===== src/hw/dispatch_defines.svh =====
`ifndef DISPATCH_DEFINES_SVH
`define DISPATCH_DEFINES_SVH

// operand and result width
`define DATA_W 32

// physical register index, 64 registers
`define PREG_W 6

// immediate as delivered by rename, already sign extended
`define IMM_W 32

`define PC_W 32

// rob index, 32 entries, wraps naturally
`define ROB_IDX_W 5

`endif


===== src/hw/dispatch_pkg.sv =====
package dispatch_pkg;

    // opcodes seen by dispatch after rename
    typedef enum logic [3:0] {
        OP_NOP  = 4'd0,
        OP_ADD  = 4'd1,
        OP_SUB  = 4'd2,
        OP_AND  = 4'd3,
        OP_ADDI = 4'd4,
        OP_MUL  = 4'd5,
        OP_DIV  = 4'd6,
        OP_LD   = 4'd7,
        OP_ST   = 4'd8
    } opcode_e;

    // execution unit class, picks the issue queue
    typedef enum logic [1:0] {
        UNIT_NONE = 2'd0,
        UNIT_ALU  = 2'd1,
        UNIT_MDU  = 2'd2,
        UNIT_LSU  = 2'd3
    } unit_e;

    // state of the one-entry bundle register
    typedef enum logic {
        BR_EMPTY = 1'b0,
        BR_FULL  = 1'b1
    } bundle_state_e;

endpackage


===== src/hw/bundle_reg.sv =====
`timescale 1ns/1ps
`include "dispatch_defines.svh"

module bundle_reg (
    input  logic                  clk,
    input  logic                  reset_i,
    input  logic                  flush_i,
    input  logic                  ren_valid_i,
    input  dispatch_pkg::opcode_e ren_op_i [2],
    input  logic [`PREG_W-1:0]    ren_preg_i [2],
    input  logic [1:0]            ren_wreg_i,
    input  logic [`PC_W-1:0]      ren_pc_i [2],
    input  logic [`IMM_W-1:0]     ren_imm_i [2],
    input  logic [`PREG_W-1:0]    ren_src_preg_i [4],
    input  logic [`DATA_W-1:0]    ren_arf_data_i [4],
    input  logic [3:0]            ren_src_ready_i,
    input  logic                  fire_i,
    output logic                  ren_ready_o,
    output logic                  full_o,
    output dispatch_pkg::opcode_e op_o [2],
    output logic [`PREG_W-1:0]    preg_o [2],
    output logic [1:0]            wreg_o,
    output logic [`PC_W-1:0]      pc_o [2],
    output logic [`IMM_W-1:0]     imm_o [2],
    output logic [`PREG_W-1:0]    src_preg_o [4],
    output logic [`DATA_W-1:0]    arf_data_o [4],
    output logic [3:0]            src_ready_o
);
    import dispatch_pkg::*;

    bundle_state_e state_q;
    bundle_state_e state_d;
    logic          load;

    assign full_o      = (state_q == BR_FULL);
    // a slot frees up in the same cycle the held bundle leaves
    assign ren_ready_o = (!full_o || fire_i) && !flush_i;
    assign load        = ren_valid_i && ren_ready_o;

    always_comb begin
        state_d = state_q;
        case (state_q)
            BR_EMPTY: begin
                if (load) begin
                    state_d = BR_FULL;
                end
            end
            BR_FULL: begin
                if (flush_i) begin
                    state_d = BR_EMPTY;
                end else if (fire_i && !load) begin
                    state_d = BR_EMPTY;
                end
            end
            default: state_d = BR_EMPTY;
        endcase
    end

    always_ff @(posedge clk) begin
        if (reset_i) begin
            state_q <= BR_EMPTY;
        end else begin
            state_q <= state_d;
        end
    end

    // payload only moves on an accepted transfer
    always_ff @(posedge clk) begin
        if (load) begin
            op_o        <= ren_op_i;
            preg_o      <= ren_preg_i;
            wreg_o      <= ren_wreg_i;
            pc_o        <= ren_pc_i;
            imm_o       <= ren_imm_i;
            src_preg_o  <= ren_src_preg_i;
            arf_data_o  <= ren_arf_data_i;
            src_ready_o <= ren_src_ready_i;
        end
    end

    // queues stalled, so the bundle seen downstream must not change
    a_hold_stable: assert property (@(posedge clk) disable iff (reset_i)
        full_o && !fire_i |=> $stable({op_o[0], op_o[1], preg_o[0], preg_o[1], wreg_o,
                                       pc_o[0], pc_o[1], imm_o[0], imm_o[1],
                                       src_preg_o[0], src_preg_o[1], src_preg_o[2],
                                       src_preg_o[3], arf_data_o[0], arf_data_o[1],
                                       arf_data_o[2], arf_data_o[3], src_ready_o}))
        else $error("bundle changed while held under back-pressure");

endmodule


===== src/hw/uop_decode.sv =====
`timescale 1ns/1ps

module uop_decode (
    input  dispatch_pkg::opcode_e op_i [2],
    input  logic [1:0]            wreg_i,
    output dispatch_pkg::unit_e   unit_o [2],
    output logic [1:0]            use_imm_o,
    output logic [1:0]            wreg_en_o,
    output logic [1:0]            lane_valid_o
);
    import dispatch_pkg::*;

    // register write allowed by the opcode itself
    logic [1:0] op_writes;

    always_comb begin
        for (int l = 0; l < 2; l++) begin
            unit_o[l]    = UNIT_NONE;
            use_imm_o[l] = 1'b0;
            op_writes[l] = 1'b1;
            case (op_i[l])
                OP_ADD, OP_SUB, OP_AND: begin
                    unit_o[l] = UNIT_ALU;
                end
                OP_ADDI: begin
                    unit_o[l]    = UNIT_ALU;
                    use_imm_o[l] = 1'b1;
                end
                OP_MUL, OP_DIV: begin
                    unit_o[l] = UNIT_MDU;
                end
                // imm is the address offset
                OP_LD: begin
                    unit_o[l]    = UNIT_LSU;
                    use_imm_o[l] = 1'b1;
                end
                OP_ST: begin
                    unit_o[l]    = UNIT_LSU;
                    use_imm_o[l] = 1'b1;
                    op_writes[l] = 1'b0;
                end
                default: begin
                    // nop, nothing to issue or write
                    op_writes[l] = 1'b0;
                end
            endcase
            // rename may still clear the write, e.g. r0 destination
            wreg_en_o[l]    = op_writes[l] && wreg_i[l];
            lane_valid_o[l] = (unit_o[l] != UNIT_NONE);
        end
    end

endmodule


===== src/hw/operand_select.sv =====
`timescale 1ns/1ps
`include "dispatch_defines.svh"

module operand_select (
    input  logic                 clk,
    input  logic [`PREG_W-1:0]   src_preg_i [4],
    input  logic [`DATA_W-1:0]   arf_data_i [4],
    input  logic [3:0]           src_ready_i,
    input  logic [`IMM_W-1:0]    imm_i [2],
    input  logic [1:0]           use_imm_i,
    input  logic [1:0]           cdb_valid_i,
    input  logic [`PREG_W-1:0]   cdb_preg_i [2],
    input  logic [`DATA_W-1:0]   cdb_data_i [2],
    input  logic [3:0]           rob_complete_i,
    input  logic [`DATA_W-1:0]   rob_data_i [4],
    input  logic [`PREG_W-1:0]   lane0_preg_i,
    input  logic                 lane0_writes_i,
    input  logic [1:0]           lane_valid_i,
    output logic [`DATA_W-1:0]   src_data_o [4],
    output logic [3:0]           src_ready_o
);
    logic [1:0]         cdb_match [4];
    logic [3:0]         cdb_hit;
    logic [`DATA_W-1:0] cdb_data [4];
    logic [3:0]         imm_sel;
    logic [3:0]         raw_dep;

    // imm only ever replaces source 1 of its lane
    assign imm_sel = {use_imm_i[1], 1'b0, use_imm_i[0], 1'b0};

    // snoop both cdb ports for every source
    always_comb begin
        for (int i = 0; i < 4; i++) begin
            cdb_data[i] = '0;
            for (int j = 0; j < 2; j++) begin
                cdb_match[i][j] = cdb_valid_i[j] && (cdb_preg_i[j] == src_preg_i[i]);
                if (cdb_match[i][j]) begin
                    cdb_data[i] = cdb_data[i] | cdb_data_i[j];
                end
            end
            cdb_hit[i] = |cdb_match[i];
        end
    end

    // lane 1 reading what lane 0 of the same bundle produces
    always_comb begin
        raw_dep = '0;
        for (int i = 2; i < 4; i++) begin
            raw_dep[i] = lane_valid_i[0] && lane0_writes_i && (src_preg_i[i] == lane0_preg_i);
        end
    end

    always_comb begin
        for (int i = 0; i < 4; i++) begin
            if (imm_sel[i]) begin
                src_data_o[i] = `DATA_W'(imm_i[i >> 1]);
            end else if (src_ready_i[i]) begin
                src_data_o[i] = arf_data_i[i];
            end else if (cdb_hit[i]) begin
                src_data_o[i] = cdb_data[i];
            end else begin
                src_data_o[i] = rob_data_i[i];
            end
            src_ready_o[i] = imm_sel[i] || src_ready_i[i] || cdb_hit[i] || rob_complete_i[i];
            // rob/cdb copy is stale, wait for lane 0 to broadcast
            if (raw_dep[i] && !imm_sel[i] && !src_ready_i[i]) begin
                src_ready_o[i] = 1'b0;
            end
        end
    end

    // the two execution ports never broadcast the same preg together
    for (genvar g = 0; g < 4; g++) begin : g_cdb_chk
        a_cdb_onehot: assert property (@(posedge clk)
            lane_valid_i[g / 2] |-> $onehot0(cdb_match[g]))
            else $error("source %0d matched both cdb ports", g);
    end

endmodule


===== src/hw/dispatch_route.sv =====
`timescale 1ns/1ps
`include "dispatch_defines.svh"

module dispatch_route (
    input  logic                clk,
    input  logic                full_i,
    input  logic                flush_i,
    input  logic [3:0]          iq_ready_i,
    input  dispatch_pkg::unit_e unit_i [2],
    input  logic [`PREG_W-1:0]  preg_i [2],
    input  logic [1:0]          lane_valid_i,
    output logic                fire_o,
    output logic [3:0]          iq_valid_o,
    output logic [1:0]          iq_lane_sel_o [4]
);
    import dispatch_pkg::*;

    // whole bundle moves at once, so every queue must have room
    assign fire_o = full_i && (&iq_ready_i) && !flush_i;

    // queue order is alu0, alu1, mdu, lsu
    always_comb begin
        for (int q = 0; q < 4; q++) begin
            iq_lane_sel_o[q] = '0;
        end
        for (int l = 0; l < 2; l++) begin
            if (lane_valid_i[l]) begin
                case (unit_i[l])
                    UNIT_ALU: begin
                        // odd destinations to alu1
                        if (preg_i[l][0]) begin
                            iq_lane_sel_o[1][l] = 1'b1;
                        end else begin
                            iq_lane_sel_o[0][l] = 1'b1;
                        end
                    end
                    UNIT_MDU: iq_lane_sel_o[2][l] = 1'b1;
                    UNIT_LSU: iq_lane_sel_o[3][l] = 1'b1;
                    default: ;
                endcase
            end
        end
        for (int q = 0; q < 4; q++) begin
            iq_valid_o[q] = fire_o && (|iq_lane_sel_o[q]);
        end
    end

    // a decoded lane lands in exactly one queue
    for (genvar g = 0; g < 2; g++) begin : g_route_chk
        a_one_queue: assert property (@(posedge clk)
            full_i && lane_valid_i[g] |-> $onehot({iq_lane_sel_o[3][g], iq_lane_sel_o[2][g],
                                                  iq_lane_sel_o[1][g], iq_lane_sel_o[0][g]}))
            else $error("lane %0d not routed to exactly one queue", g);
    end

endmodule


===== src/hw/rob_write.sv =====
`timescale 1ns/1ps
`include "dispatch_defines.svh"

module rob_write (
    input  logic                  clk,
    input  logic                  reset_i,
    input  logic                  flush_i,
    input  logic                  fire_i,
    input  logic [1:0]            lane_valid_i,
    output logic [1:0]            rob_we_o,
    output logic [`ROB_IDX_W-1:0] rob_idx_o [2]
);
    logic [`ROB_IDX_W-1:0] tail_q;
    logic [`ROB_IDX_W-1:0] alloc_cnt;

    // entries taken by this bundle, zero to two
    assign alloc_cnt = `ROB_IDX_W'(lane_valid_i[0]) + `ROB_IDX_W'(lane_valid_i[1]);

    always_ff @(posedge clk) begin
        if (reset_i) begin
            tail_q <= '0;
        end else if (flush_i) begin
            // rob is emptied alongside
            tail_q <= '0;
        end else if (fire_i) begin
            tail_q <= tail_q + alloc_cnt;
        end
    end

    // nop in lane 0 leaves the tail slot to lane 1
    assign rob_idx_o[0] = tail_q;
    assign rob_idx_o[1] = lane_valid_i[0] ? tail_q + `ROB_IDX_W'(1) : tail_q;
    assign rob_we_o     = lane_valid_i & {2{fire_i}};

endmodule


===== src/hw/dispatch_top.sv =====
`timescale 1ns/1ps
`include "dispatch_defines.svh"

module dispatch_top (
    input  logic                  clk,
    input  logic                  reset_i,
    input  logic                  flush_i,
    // rename side
    input  logic                  ren_valid_i,
    output logic                  ren_ready_o,
    input  dispatch_pkg::opcode_e ren_op_i [2],
    input  logic [`PREG_W-1:0]    ren_preg_i [2],
    input  logic [1:0]            ren_wreg_i,
    input  logic [`PC_W-1:0]      ren_pc_i [2],
    input  logic [`IMM_W-1:0]     ren_imm_i [2],
    input  logic [`PREG_W-1:0]    ren_src_preg_i [4],
    input  logic [`DATA_W-1:0]    ren_arf_data_i [4],
    input  logic [3:0]            ren_src_ready_i,
    // cdb snoop
    input  logic [1:0]            cdb_valid_i,
    input  logic [`PREG_W-1:0]    cdb_preg_i [2],
    input  logic [`DATA_W-1:0]    cdb_data_i [2],
    // rob read-back per source
    input  logic [3:0]            rob_complete_i,
    input  logic [`DATA_W-1:0]    rob_data_i [4],
    // issue queues: alu0, alu1, mdu, lsu
    output logic [3:0]            iq_valid_o,
    input  logic [3:0]            iq_ready_i,
    output logic [1:0]            iq_lane_sel_o [4],
    output dispatch_pkg::opcode_e iq_op_o [2],
    output logic [`PREG_W-1:0]    iq_preg_o [2],
    output logic [1:0]            iq_wreg_o,
    output logic [`IMM_W-1:0]     iq_imm_o [2],
    output logic [`PC_W-1:0]      iq_pc_o [2],
    output logic [`DATA_W-1:0]    iq_src_data_o [4],
    output logic [3:0]            iq_src_ready_o,
    output logic [`PREG_W-1:0]    iq_src_preg_o [4],
    // rob allocation
    output logic [1:0]            rob_we_o,
    output logic [`ROB_IDX_W-1:0] rob_idx_o [2],
    output logic [`PC_W-1:0]      rob_pc_o [2],
    output logic [`PREG_W-1:0]    rob_preg_o [2]
);
    logic                full;
    logic                fire;
    logic [1:0]          wreg_q;
    logic [`DATA_W-1:0]  arf_data_q [4];
    logic [3:0]          src_ready_q;
    dispatch_pkg::unit_e unit [2];
    logic [1:0]          use_imm;
    logic [1:0]          lane_valid;

    // held bundle drives the queue fields directly
    bundle_reg u_bundle (
        .*,
        .fire_i      (fire),
        .full_o      (full),
        .op_o        (iq_op_o),
        .preg_o      (iq_preg_o),
        .wreg_o      (wreg_q),
        .pc_o        (iq_pc_o),
        .imm_o       (iq_imm_o),
        .src_preg_o  (iq_src_preg_o),
        .arf_data_o  (arf_data_q),
        .src_ready_o (src_ready_q)
    );

    uop_decode u_decode (
        .op_i         (iq_op_o),
        .wreg_i       (wreg_q),
        .unit_o       (unit),
        .use_imm_o    (use_imm),
        .wreg_en_o    (iq_wreg_o),
        .lane_valid_o (lane_valid)
    );

    operand_select u_opsel (
        .*,
        .src_preg_i     (iq_src_preg_o),
        .arf_data_i     (arf_data_q),
        .src_ready_i    (src_ready_q),
        .imm_i          (iq_imm_o),
        .use_imm_i      (use_imm),
        .lane0_preg_i   (iq_preg_o[0]),
        .lane0_writes_i (iq_wreg_o[0]),
        .lane_valid_i   (lane_valid),
        .src_data_o     (iq_src_data_o),
        .src_ready_o    (iq_src_ready_o)
    );

    dispatch_route u_route (
        .*,
        .full_i       (full),
        .unit_i       (unit),
        .preg_i       (iq_preg_o),
        .lane_valid_i (lane_valid),
        .fire_o       (fire)
    );

    rob_write u_rob_wr (
        .*,
        .fire_i       (fire),
        .lane_valid_i (lane_valid)
    );

    assign rob_pc_o   = iq_pc_o;
    assign rob_preg_o = iq_preg_o;

endmodule


===== config.mk =====
export PLATFORM = sky130hd
export DESIGN_NAME = dispatch_top
export DESIGN_NICKNAME = d
export VERILOG_FILES = /design/src/hw/dispatch_pkg.sv /design/src/hw/bundle_reg.sv /design/src/hw/uop_decode.sv /design/src/hw/operand_select.sv /design/src/hw/dispatch_route.sv /design/src/hw/rob_write.sv /design/src/hw/dispatch_top.sv
export VERILOG_INCLUDE_DIRS = /design/src /design/src/hw
export SDC_FILE = /design/constraint.sdc
export NUM_CORES = 1
export LEC_CHECK = 0
export ABC_AREA = 1
export ABC_CLOCK_PERIOD_IN_PS = 34900
export BUFFER_PORTS_ARGS = -buffer_cell sky130_fd_sc_hd__clkbuf_2
export CAP_MARGIN = 15
export CORE_AREA = 5 5 361 363
export CTS_BUF_LIST = sky130_fd_sc_hd__clkbuf_4 sky130_fd_sc_hd__clkbuf_8
export DETAILED_ROUTE_END_ITERATION = 6
export DIE_AREA = 0 0 366 368
export PLACE_DENSITY = 0.43
export RECOVER_POWER = 50
export SLEW_MARGIN = 40
export SYNTH_ARGS = -nofsm -noshare
export SYNTH_HDL_FRONTEND = slang
export SYNTH_SLANG_ARGS = --single-unit

===== constraint.sdc =====
create_clock -name clk -period 34.9 [get_ports clk]
set_input_delay 6.98 -clock clk [delete_from_list [all_inputs] [get_ports clk]]
set_output_delay 6.98 -clock clk [all_outputs]
set_load 0.02 [all_outputs]

==> flow_results.org, run 1 <==
** Global routing
- Global routing finished with a remaining overflow of 0.
- Entering global routing, the biggest net connects 75 pins.
- Initial antenna violation count :: 42
- Via count of the first global-routing pass :: 18100
- Wire length of the first global-routing pass :: 159 mm
- GRT Total Usage :: 17.2%

** CTS
- In this run the post-CTS setup repair buffer count came out at 0.
- CTS Buffer Depth :: 3
- Counting every sink on the clock net gives 312.
- Count of hold-fix buffers inserted at cts :: 0
- TritonCTS clock tree :: built
- The root buffer cell chosen for the clock tree is clkbuf_8.
- After clock tree synthesis, the clock-pin slew on the worst setup and hold paths is 0.06 ns.
- Post-CTS sizing :: 0
- The H-tree was split into 2 levels.
- The clock reaches the later pin of the worst-skew pair after 0.73 ns.
- Clock buffer count from CTS :: 60

** Timing
- RSZ-0062 raised after global routing :: no
- Final setup violation count :: 0
- Based on the critical path, the design can be clocked at up to 0.0611 GHz.
- Period Utilization, post-route :: 46.9%
- In this run the tightest slew margin relative to its limit is -150%.
- Count of pins over their slew limit :: 112
- Time the final worst path needs with I/O delays and setup :: 16.37 ns
- Across the routed clock network, the largest skew measured is 0.0269 ns.
- Total Negative Setup Slacks :: 0 ns
- Actual transition at the worst max-transition pin :: 3.75 ns
- The total count of hold-check failures in the final report came to 0.

** Floorplan
- The floorplan step defined a core boundary enclosing 127000 µm².
- For this design the top-level I/O count stands at 931.
- FP Rows :: 131
- Horizontal die dimension :: 366 µm
- For this configuration, the core starts out at a cell density of 13.4%.
- Die outline area :: 135000 µm²
- The die is 368 µm tall.

** Worst setup path
- Among cell families on the critical path, the largest total delay comes from simple AND/OR/NAND/NOR gates.
- In this run the critical register-to-register path is launched from u_bundle.full_o.
- STA puts the critical path data required time at 27.92 ns.
- Walking the worst path, the cells encountered are clkbuf_2 > or2_1 > a21oi_4 > nand3_4 > nand2_4 > nor2_8 > nand2_1 > nand3_1 > clkbuf_2.
- Capturing instance or port of the critical path :: iq_src_data_o[125]
- Buffers and inverters on the worst path :: 2
- The cell that appears most often on the critical path is clkbuf_2.
- STA classifies the critical path endpoint as a primary output.
- Critical path's slowest cell :: a21oi_4
- The worst setup path is launched from an input pin.
- Number of cells on the critical path :: 9
- In this run the critical register-to-register path is captured at u_bundle.pc_o[17].
- Cell count of the worst reg-to-reg path :: 6
- The critical path is of the input pin to primary output type.
- The setup check on the worst reg-to-reg path leaves a slack of 29.66 ns.
- Data arrival at the endpoint of the critical path :: 9.39 ns
- For this run, the slowest stage of the critical path takes 0.62 ns.
- Critical Path Source :: cdb_preg_i[10]
- Along the worst path, the maximum fanout reaches 19.

** Yosys
- Post-Syn Nets :: 2535
- FF+latch count, synth :: 312
- Synthesized area divided by synthesized cell count :: 8.49 µm²
- The cell area that synthesis handed to floorplanning was 17000 µm².
- Warning count from the yosys run :: 0
- For this run, the register share of the synthesized area comes to 54.6%.
- In the post-synthesis netlist, the biggest area contributors are edfxtp_1, nand2_1, nor2_1.
- Synthesis instantiated 40 different standard cells from the library.
- Synthesis handed over a netlist of 2006 instances.
- Post-synth top area cell :: edfxtp_1
- The synthesized design devotes to its leading area cell type 53.9% of total area.

** Pwr
- Power comes to 1020 µW.
- For this design the static power due to leakage is 0.0109 µW.
- Areal power density over the cells :: 42.1 nW/µm²
- VDD sags by at most 30.3 µV.

** Detailed routing
- WL/cell :: 26.5 µm
- In the routed design, unresolved DRC markers number 0.
- The first detailed-routing pass ran for 5 iterations.
- Drt total wl :: 121 mm
- Residual antenna-violating net count after detailed routing :: 0
- The routed layout has 17700 vias.
- In the routed layout, each cell is associated on average with a via count of 3.87.
- The detailed router finished its first iteration with 1362 violations.

** Finish
- Core Util, Final :: 19.1%
- Area added between synthesis and finish :: 41.9%
- Most common library cell in the layout ignoring fill and taps :: clkbuf_2
- Commonest cells after routing, fill and taps aside :: clkbuf_2, nand2_1, nor2_1, edfxtp_1, nand3_1
- After the last flow step, the layout net total stands at 3378.
- Fraction of final layout cells sized beyond drive strength 1 :: 34.9%
- Excluding fillers, the count of instances in the completed layout stands at 4573.

** Placement
- The congestion estimate from routability-driven global placement came to 0.986.
- Buffers on Ports :: 930
- HPWL after DPL :: 98.8 mm
- Dpl cells :: 4449

** Worst hold path
- Hold WC Path Type :: register to register

** Status
- Status :: finished with violations
- The final reports fail on max-capacitance violations, max-slew violations.

** Job
- Max-cap violations in this run came to 2.
==> through the flow <==
stage               cell area, µm²  setup slack, ns  hold WS (ns)
floorplan                    17000             3.96         0.561
global placement             23000            17.99         0.543
detailed placement           23100            18.46         0.543
CTS                          24300            18.45         0.557
global route                 24100            18.33         0.583
finish                       24200            18.53         0.549
==> metal layers <==
layer | vias to the layer above | global-route usage, % | routed length, µm
met4 | 18 | 5.41 | 4040
met2 | 880 | 28.0 | 55300
met5 | - | 0 | 116
met1 | 8366 | 21.2 | 50700
li1 | 8262 | - | -
met3 | 165 | 6.06 | 11100
==> synth_stat cells <==
master and number:
xor2_1 12, nand3_4 1, and2_1 1, o21bai_1 1
o211a_1 1, nand2_1 492, or2_1 2, nor3_1 40
nor2_8 1, nand3_2 29, and3_1 1, nand4_1 48
nor3b_1 1, or2_2 3, nor3_2 1, nor2_1 406
inv_2 14, fa_1 1, clkbuf_1 41, buf_1 5
a31oi_1 1, nand2_2 1, o21ai_1 24, xnor2_1 2
o22ai_1 5, a21oi_1 49, buf_2 45, nor2_2 5
dfxtp_1 6, o21ai_0 13, a21oi_4 1, ha_1 4
edfxtp_1 306, nand2_4 1, a211oi_1 1, inv_1 142
clkinv_1 1, buf_6 6, nand3_1 212, buf_4 80
==> worst register-to-register path, cell delays in order (launching register included) <==
cell and delay, ns:
dfxtp_1 0.31, inv_1 0.04, nor3_1 0.57, nor2_1 0.15, nor3b_1 0.27, clkbuf_1 2.65
buf_6 0.75
==> final cells by class <==
cell class	instances	area (µm²)
Antenna cell	18	45.0
Clock buffer	76	952
Clock inverter	30	244
Fill cell	14500	103000
Inverter	157	594
Multi-Input combinational cell	1360	6160
Sequential cell	312	9310
Tap cell	1662	2080
Timing Repair Buffer	958	4780
==> cell families after synthesis <==
group	share of synthesized area (%)
xor+xnor	0.720
flops	54.6
compound gates	2.99
fa+ha+maj	0.411
simple gates	31.5
buf+inv	9.72
==> sequential cells by signal (all words and copies together) (netlist names) <==
signal	cells
u_rob_wr.tail_q	5
u_bundle.op_o	8
u_bundle.imm_o	64
u_bundle.pc_o	64
u_bundle.full_o	1
u_bundle.src_preg_o	24
u_bundle.src_ready_o	4
u_bundle.arf_data_o	128
u_bundle.preg_o	12
u_bundle.wreg_o	2
==> worst min path at each step <==
stage,start,depth (start not counted),slack (ns),to
finish,u_rob_wr.tail_q[3],2,0.55,u_rob_wr.tail_q[3]
global route,u_rob_wr.tail_q[3],2,0.58,u_rob_wr.tail_q[3]
CTS,u_rob_wr.tail_q[3],2,0.56,u_rob_wr.tail_q[3]
detailed placement,u_rob_wr.tail_q[3],2,0.54,u_rob_wr.tail_q[3]
global placement,u_rob_wr.tail_q[3],2,0.54,u_rob_wr.tail_q[3]
floorplan,u_bundle.full_o,4,0.56,u_rob_wr.tail_q[2]
==> power breakdown <==
| part | leakage (µW) | total, µW | internal [µW] | switching, µW |
|---|---|---|---|---|
| combinational | 0.00741 | 191 | 56.0 | 134 |
| clock | 0.000627 | 385 | 207 | 178 |
| sequential | 0.00290 | 443 | 432 | 10.7 |
| total | 0.0109 | 1020 | 695 | 323 |
Power figures use the tool's default switching activity.
==> run 2, diff against run 1 <==
--- a/config.mk
+++ b/config.mk
@@ -6,15 +6,15 @@
 export SDC_FILE = /design/constraint.sdc
 export NUM_CORES = 1
 export LEC_CHECK = 0
-export ABC_AREA = 1
-export ABC_CLOCK_PERIOD_IN_PS = 34900
+export ABC_AREA = 0
+export ABC_CLOCK_PERIOD_IN_PS = 14300
 export BUFFER_PORTS_ARGS = -buffer_cell sky130_fd_sc_hd__clkbuf_2
 export CAP_MARGIN = 15
-export CORE_AREA = 5 5 361 363
+export CORE_AREA = 5 5 355 357
 export CTS_BUF_LIST = sky130_fd_sc_hd__clkbuf_4 sky130_fd_sc_hd__clkbuf_8
 export DETAILED_ROUTE_END_ITERATION = 6
-export DIE_AREA = 0 0 366 368
-export PLACE_DENSITY = 0.43
+export DIE_AREA = 0 0 360 362
+export PLACE_DENSITY = 0.44
 export RECOVER_POWER = 50
 export SLEW_MARGIN = 40
 export SYNTH_ARGS = -nofsm -noshare
==> constraint.sdc (replaced) <==
create_clock -name clk -period 14.3 [get_ports clk]
set_input_delay 2.86 -clock clk [delete_from_list [all_inputs] [get_ports clk]]
set_output_delay 2.86 -clock clk [all_outputs]
set_load 0.02 [all_outputs]
==> flow_results.org, run 2 <==
** Yosys
- Cell types with the highest counts after synthesis :: edfxtp_1, nand3_1, a31oi_1, buf_4, nand2_1
- Synthesized area divided by synthesized cell count :: 11.3 µm²
- Most frequently used cell type in the post-synthesis netlist :: edfxtp_1
- Most instantiated flip-flop cell in the synthesis netlist :: edfxtp_1
- For this run, the number of Yosys warnings is 0.
- Area share of the largest cell type after synthesis :: 56.9%
- Counting distinct cell types in the post-synthesis netlist gives 52.
- Proportion of synthesized chip area in sequential cells :: 57.6%
- Counting flops and latches in the post-synthesis netlist gives 312.
- Dominant cells by area after synthesis :: edfxtp_1, nand3_1, a31oi_1
- Synthesis produced a netlist with a net count of 1955.
- Of all cell types, the one taking the most synthesized area is edfxtp_1.
- The mapped netlist covers 16200 µm².
- Of all flip-flops after synthesis, the portion carrying an async set or reset was 0%.
- Synthesis handed over a netlist of 1426 instances.
- Post-synth EDFFs :: 306

** Detailed routing
- The routed layout has 16600 vias.
- The first detailed-routing pass ran for 5 iterations.
- Residual antenna-violating net count after detailed routing :: 0
- After detailed routing, the number of remaining DRC violations is 0.
- In the final routed layout, each cell accounts on average for 32.3 µm.
- After the first detailed-routing iteration, the DRC count stood at 1872.
- The final layout contains routed wiring with a total length of 128 mm.
- After detailed routing, the number of vias per cell comes to 4.21.

** Global routing
- Entering global routing, the biggest net connects 126 pins.
- Via count of the first global-routing pass :: 16500
- The first global-routing pass estimated 162 mm of wire.
- Overall overflow remaining after global route :: 0
- The number of antenna violations at the first check in global routing is 30.
- GRT Total Usage :: 18.5%

** Floorplan
- FP Rows :: 129
- The die covers 130000 µm².
- Boundary Pins :: 931
- Die boundary height :: 362 µm
- From left edge to right edge, the die measures 360 µm.
- For this configuration, the core starts out at a cell density of 13.2%.
- Total core area :: 123000 µm²

** Worst setup path
- Worst endpoint required time :: 11.44 ns
- Cell-by-cell listing of the critical path :: buf_4 > buf_4 > nand2_1 > nor4_1 > a311oi_1 > a2bb2oi_1 > clkbuf_2
- The setup path with the least slack is of type input pin to primary output.
- Cell seen most often among critical-path stages :: buf_4
- Largest stage delay on the critical path :: 0.72 ns
- Of all nets on the critical path, the largest fanout is 56.
- Startpoint types :: input pin
- Critical Path Sink Type :: primary output
- The slowest stage of the critical path is the buf_4 cell.
- Data arrival at the endpoint of the critical path :: 5.76 ns

** CTS
- Count of hold-fix buffers inserted at cts :: 0
- The cell sitting at the root of the clock tree is a clkbuf_8.
- For the worst-skew pair, the clock arrives at the later sink with an insertion delay of 0.75 ns.
- In this run the deepest clock path goes through 3 buffers.
- CTS saw 312 sinks.
- TritonCTS built the clock tree.
- Buffers inserted by post-CTS timing repair :: 0
- Clock slew seen by the registers of the worst setup and hold paths :: 0.05 ns
- The clock tree synthesis step divided the H-tree into 2 levels.
- Once the clock tree was built, the resizer swapped 0 gates to a different size.
- The number of clock buffers added by TritonCTS is 60.

** Status
- The flow ran to the end, and the final reports show no timing, DRC or antenna violations.

** Finish
- Most common library cell in the layout ignoring fill and taps :: clkbuf_2
- Fraction of final layout cells sized beyond drive strength 1 :: 38.9%
- Non-Filler Cell Area, Final :: 23200 µm²
- Commonest cells after routing, fill and taps aside :: clkbuf_2, edfxtp_1, clkbuf_1, nand3_1, a31oi_1
- Final layout net count :: 2782
- In the final layout, the registers with the most flip-flops are u_bundle.arf_data_o: 128 flops, u_bundle.imm_o: 64 flops, u_bundle.pc_o: 64 flops.
- The register with the most flip-flops in the layout has 128 of them.
- u_bundle.arf_data_o holds more flip-flops than any other register.
- Area added between synthesis and finish :: 43.5%

** Placement
- Last weighted congestion value of the routability-driven placer :: 0.868
- Instance area after placement :: 22200 µm²
- Summed over all nets, the half-perimeter wirelength after detailed placement is 104 mm.
- During placement, the flow inserted port buffers numbering 930.

** Timing
- The total count of hold-check failures in the final report is 0.
- Setup total negative slack on the finished layout was measured at 0 ns.
- Period Utilization, post-route :: 60.3%
- Max_slew headroom :: 32.8%
- Final setup violation count :: 0
- Time the final worst path needs with I/O delays and setup :: 8.62 ns
- Top achievable clock speed :: 0.116 GHz
- RSZ-0062 raised after global routing :: no
- Count of pins over their slew limit :: 0
- Clock Skew :: 0.0526 ns
- At the pin with the least slew margin, the transition time is 1.00 ns.

** Pwr
- Leakage power total :: 0.00898 µW
- Across the VDD grid, the largest voltage drop is 86.8 µV.
- Sequential fraction of design power :: 42.9%
- Part of the power in combinational logic :: 19.1%
- Switching power share of the total :: 32.3%
- Relative contribution of the clock network to total power :: 38.0%
- The analysis attributes to net switching a power of 812 µW.
- The internal portion of the total power is 1700 µW.
- Areal power density over the cells :: 108 nW/µm²

** Worst hold path
- The path class of the tightest hold or removal check is register to register.

** Job
- Number of max-cap violations :: 0
==> run 2: path summary, 6_finish.rpt <==
path | startpoint | to | slack (ns) | cells after the start
min reg2reg | u_rob_wr.tail_q[4] | u_rob_wr.tail_q[4] | 0.58 | 2
max reg2reg | u_bundle.full_o | u_bundle.imm_o[37] | 10.74 | 6
max | cdb_valid_i[1] | iq_src_data_o[38] | 5.68 | 7
min | u_rob_wr.tail_q[4] | u_rob_wr.tail_q[4] | 0.58 | 2
==> run 2: metal layers <==
| metal | GRT usage [%] | vias to the layer above | share of wire [%] |
|---|---|---|---|
| li1 | - | 7098 | - |
| met3 | 6.19 | 124 | 9.4 |
| met2 | 28.1 | 1072 | 44 |
| met5 | 0 | - | 0.027 |
| met4 | 2.91 | 6 | 1.3 |
| met1 | 25.9 | 8328 | 46 |
==> run 2: cells by family (layout without fill, tap and decap cells) <==
group                      Yosys count  count (layout)  synth area share, %
DFF                                312             312                 57.6
muxes                                3               3                0.194
AOI/OAI and AO/OA                  353             353                 14.7
buffers and inverters              249            1127                 8.38
adders and majority gates            5               5                0.434
and+or+nand+nor                    432             432                 14.8
xor gates and xnor gates            72              72                 3.90
other                                0               9                    0
==> run 2: layout make-up <==
cell class | count | area, µm²
clock buffer | 73 | 923
antenna | 9 | 22.5
timing repair buffer | 976 | 4800
multi-input combinational | 865 | 5630
tap | 1637 | 2050
fill | 13900 | 99500
sequential | 312 | 9310
inverter | 38 | 143
clock inverter | 40 | 314
==> run 2: power groups by stage <==
stage          Sequential [µW]  Clock, µW  Combinational [µW]
2_1_floorplan             1120          0                 192
3_3_place_gp              1100          0                 486
3_5_place_dp              1100          0                 487
4_1_cts                   1080        994                 489
5_1_grt                   1080       1030                 508
6_report                  1080        954                 481
==> run 2: worst max-delay path, delay by kind of cell <==
family / cells / cell delay, ns
AOI/OAI and AO/OA: 2 / 0.44
buffers and inverters: 3 / 1.52
and+or+nand+nor: 2 / 0.86
==> run 2: metrics by stage <==
stage	hold WS, ns	setup slack, ns	power, µW	cells	util, %
floorplan	0.466	2.75	1320	1426	-
global placement	0.569	5.63	1580	3825	18.0
detailed placement	0.573	5.67	1580	3827	18.1
CTS	0.588	5.66	2560	3940	19.1
global route	0.624	5.52	2620	3941	18.9
finish	0.583	5.68	2510	3950	18.9
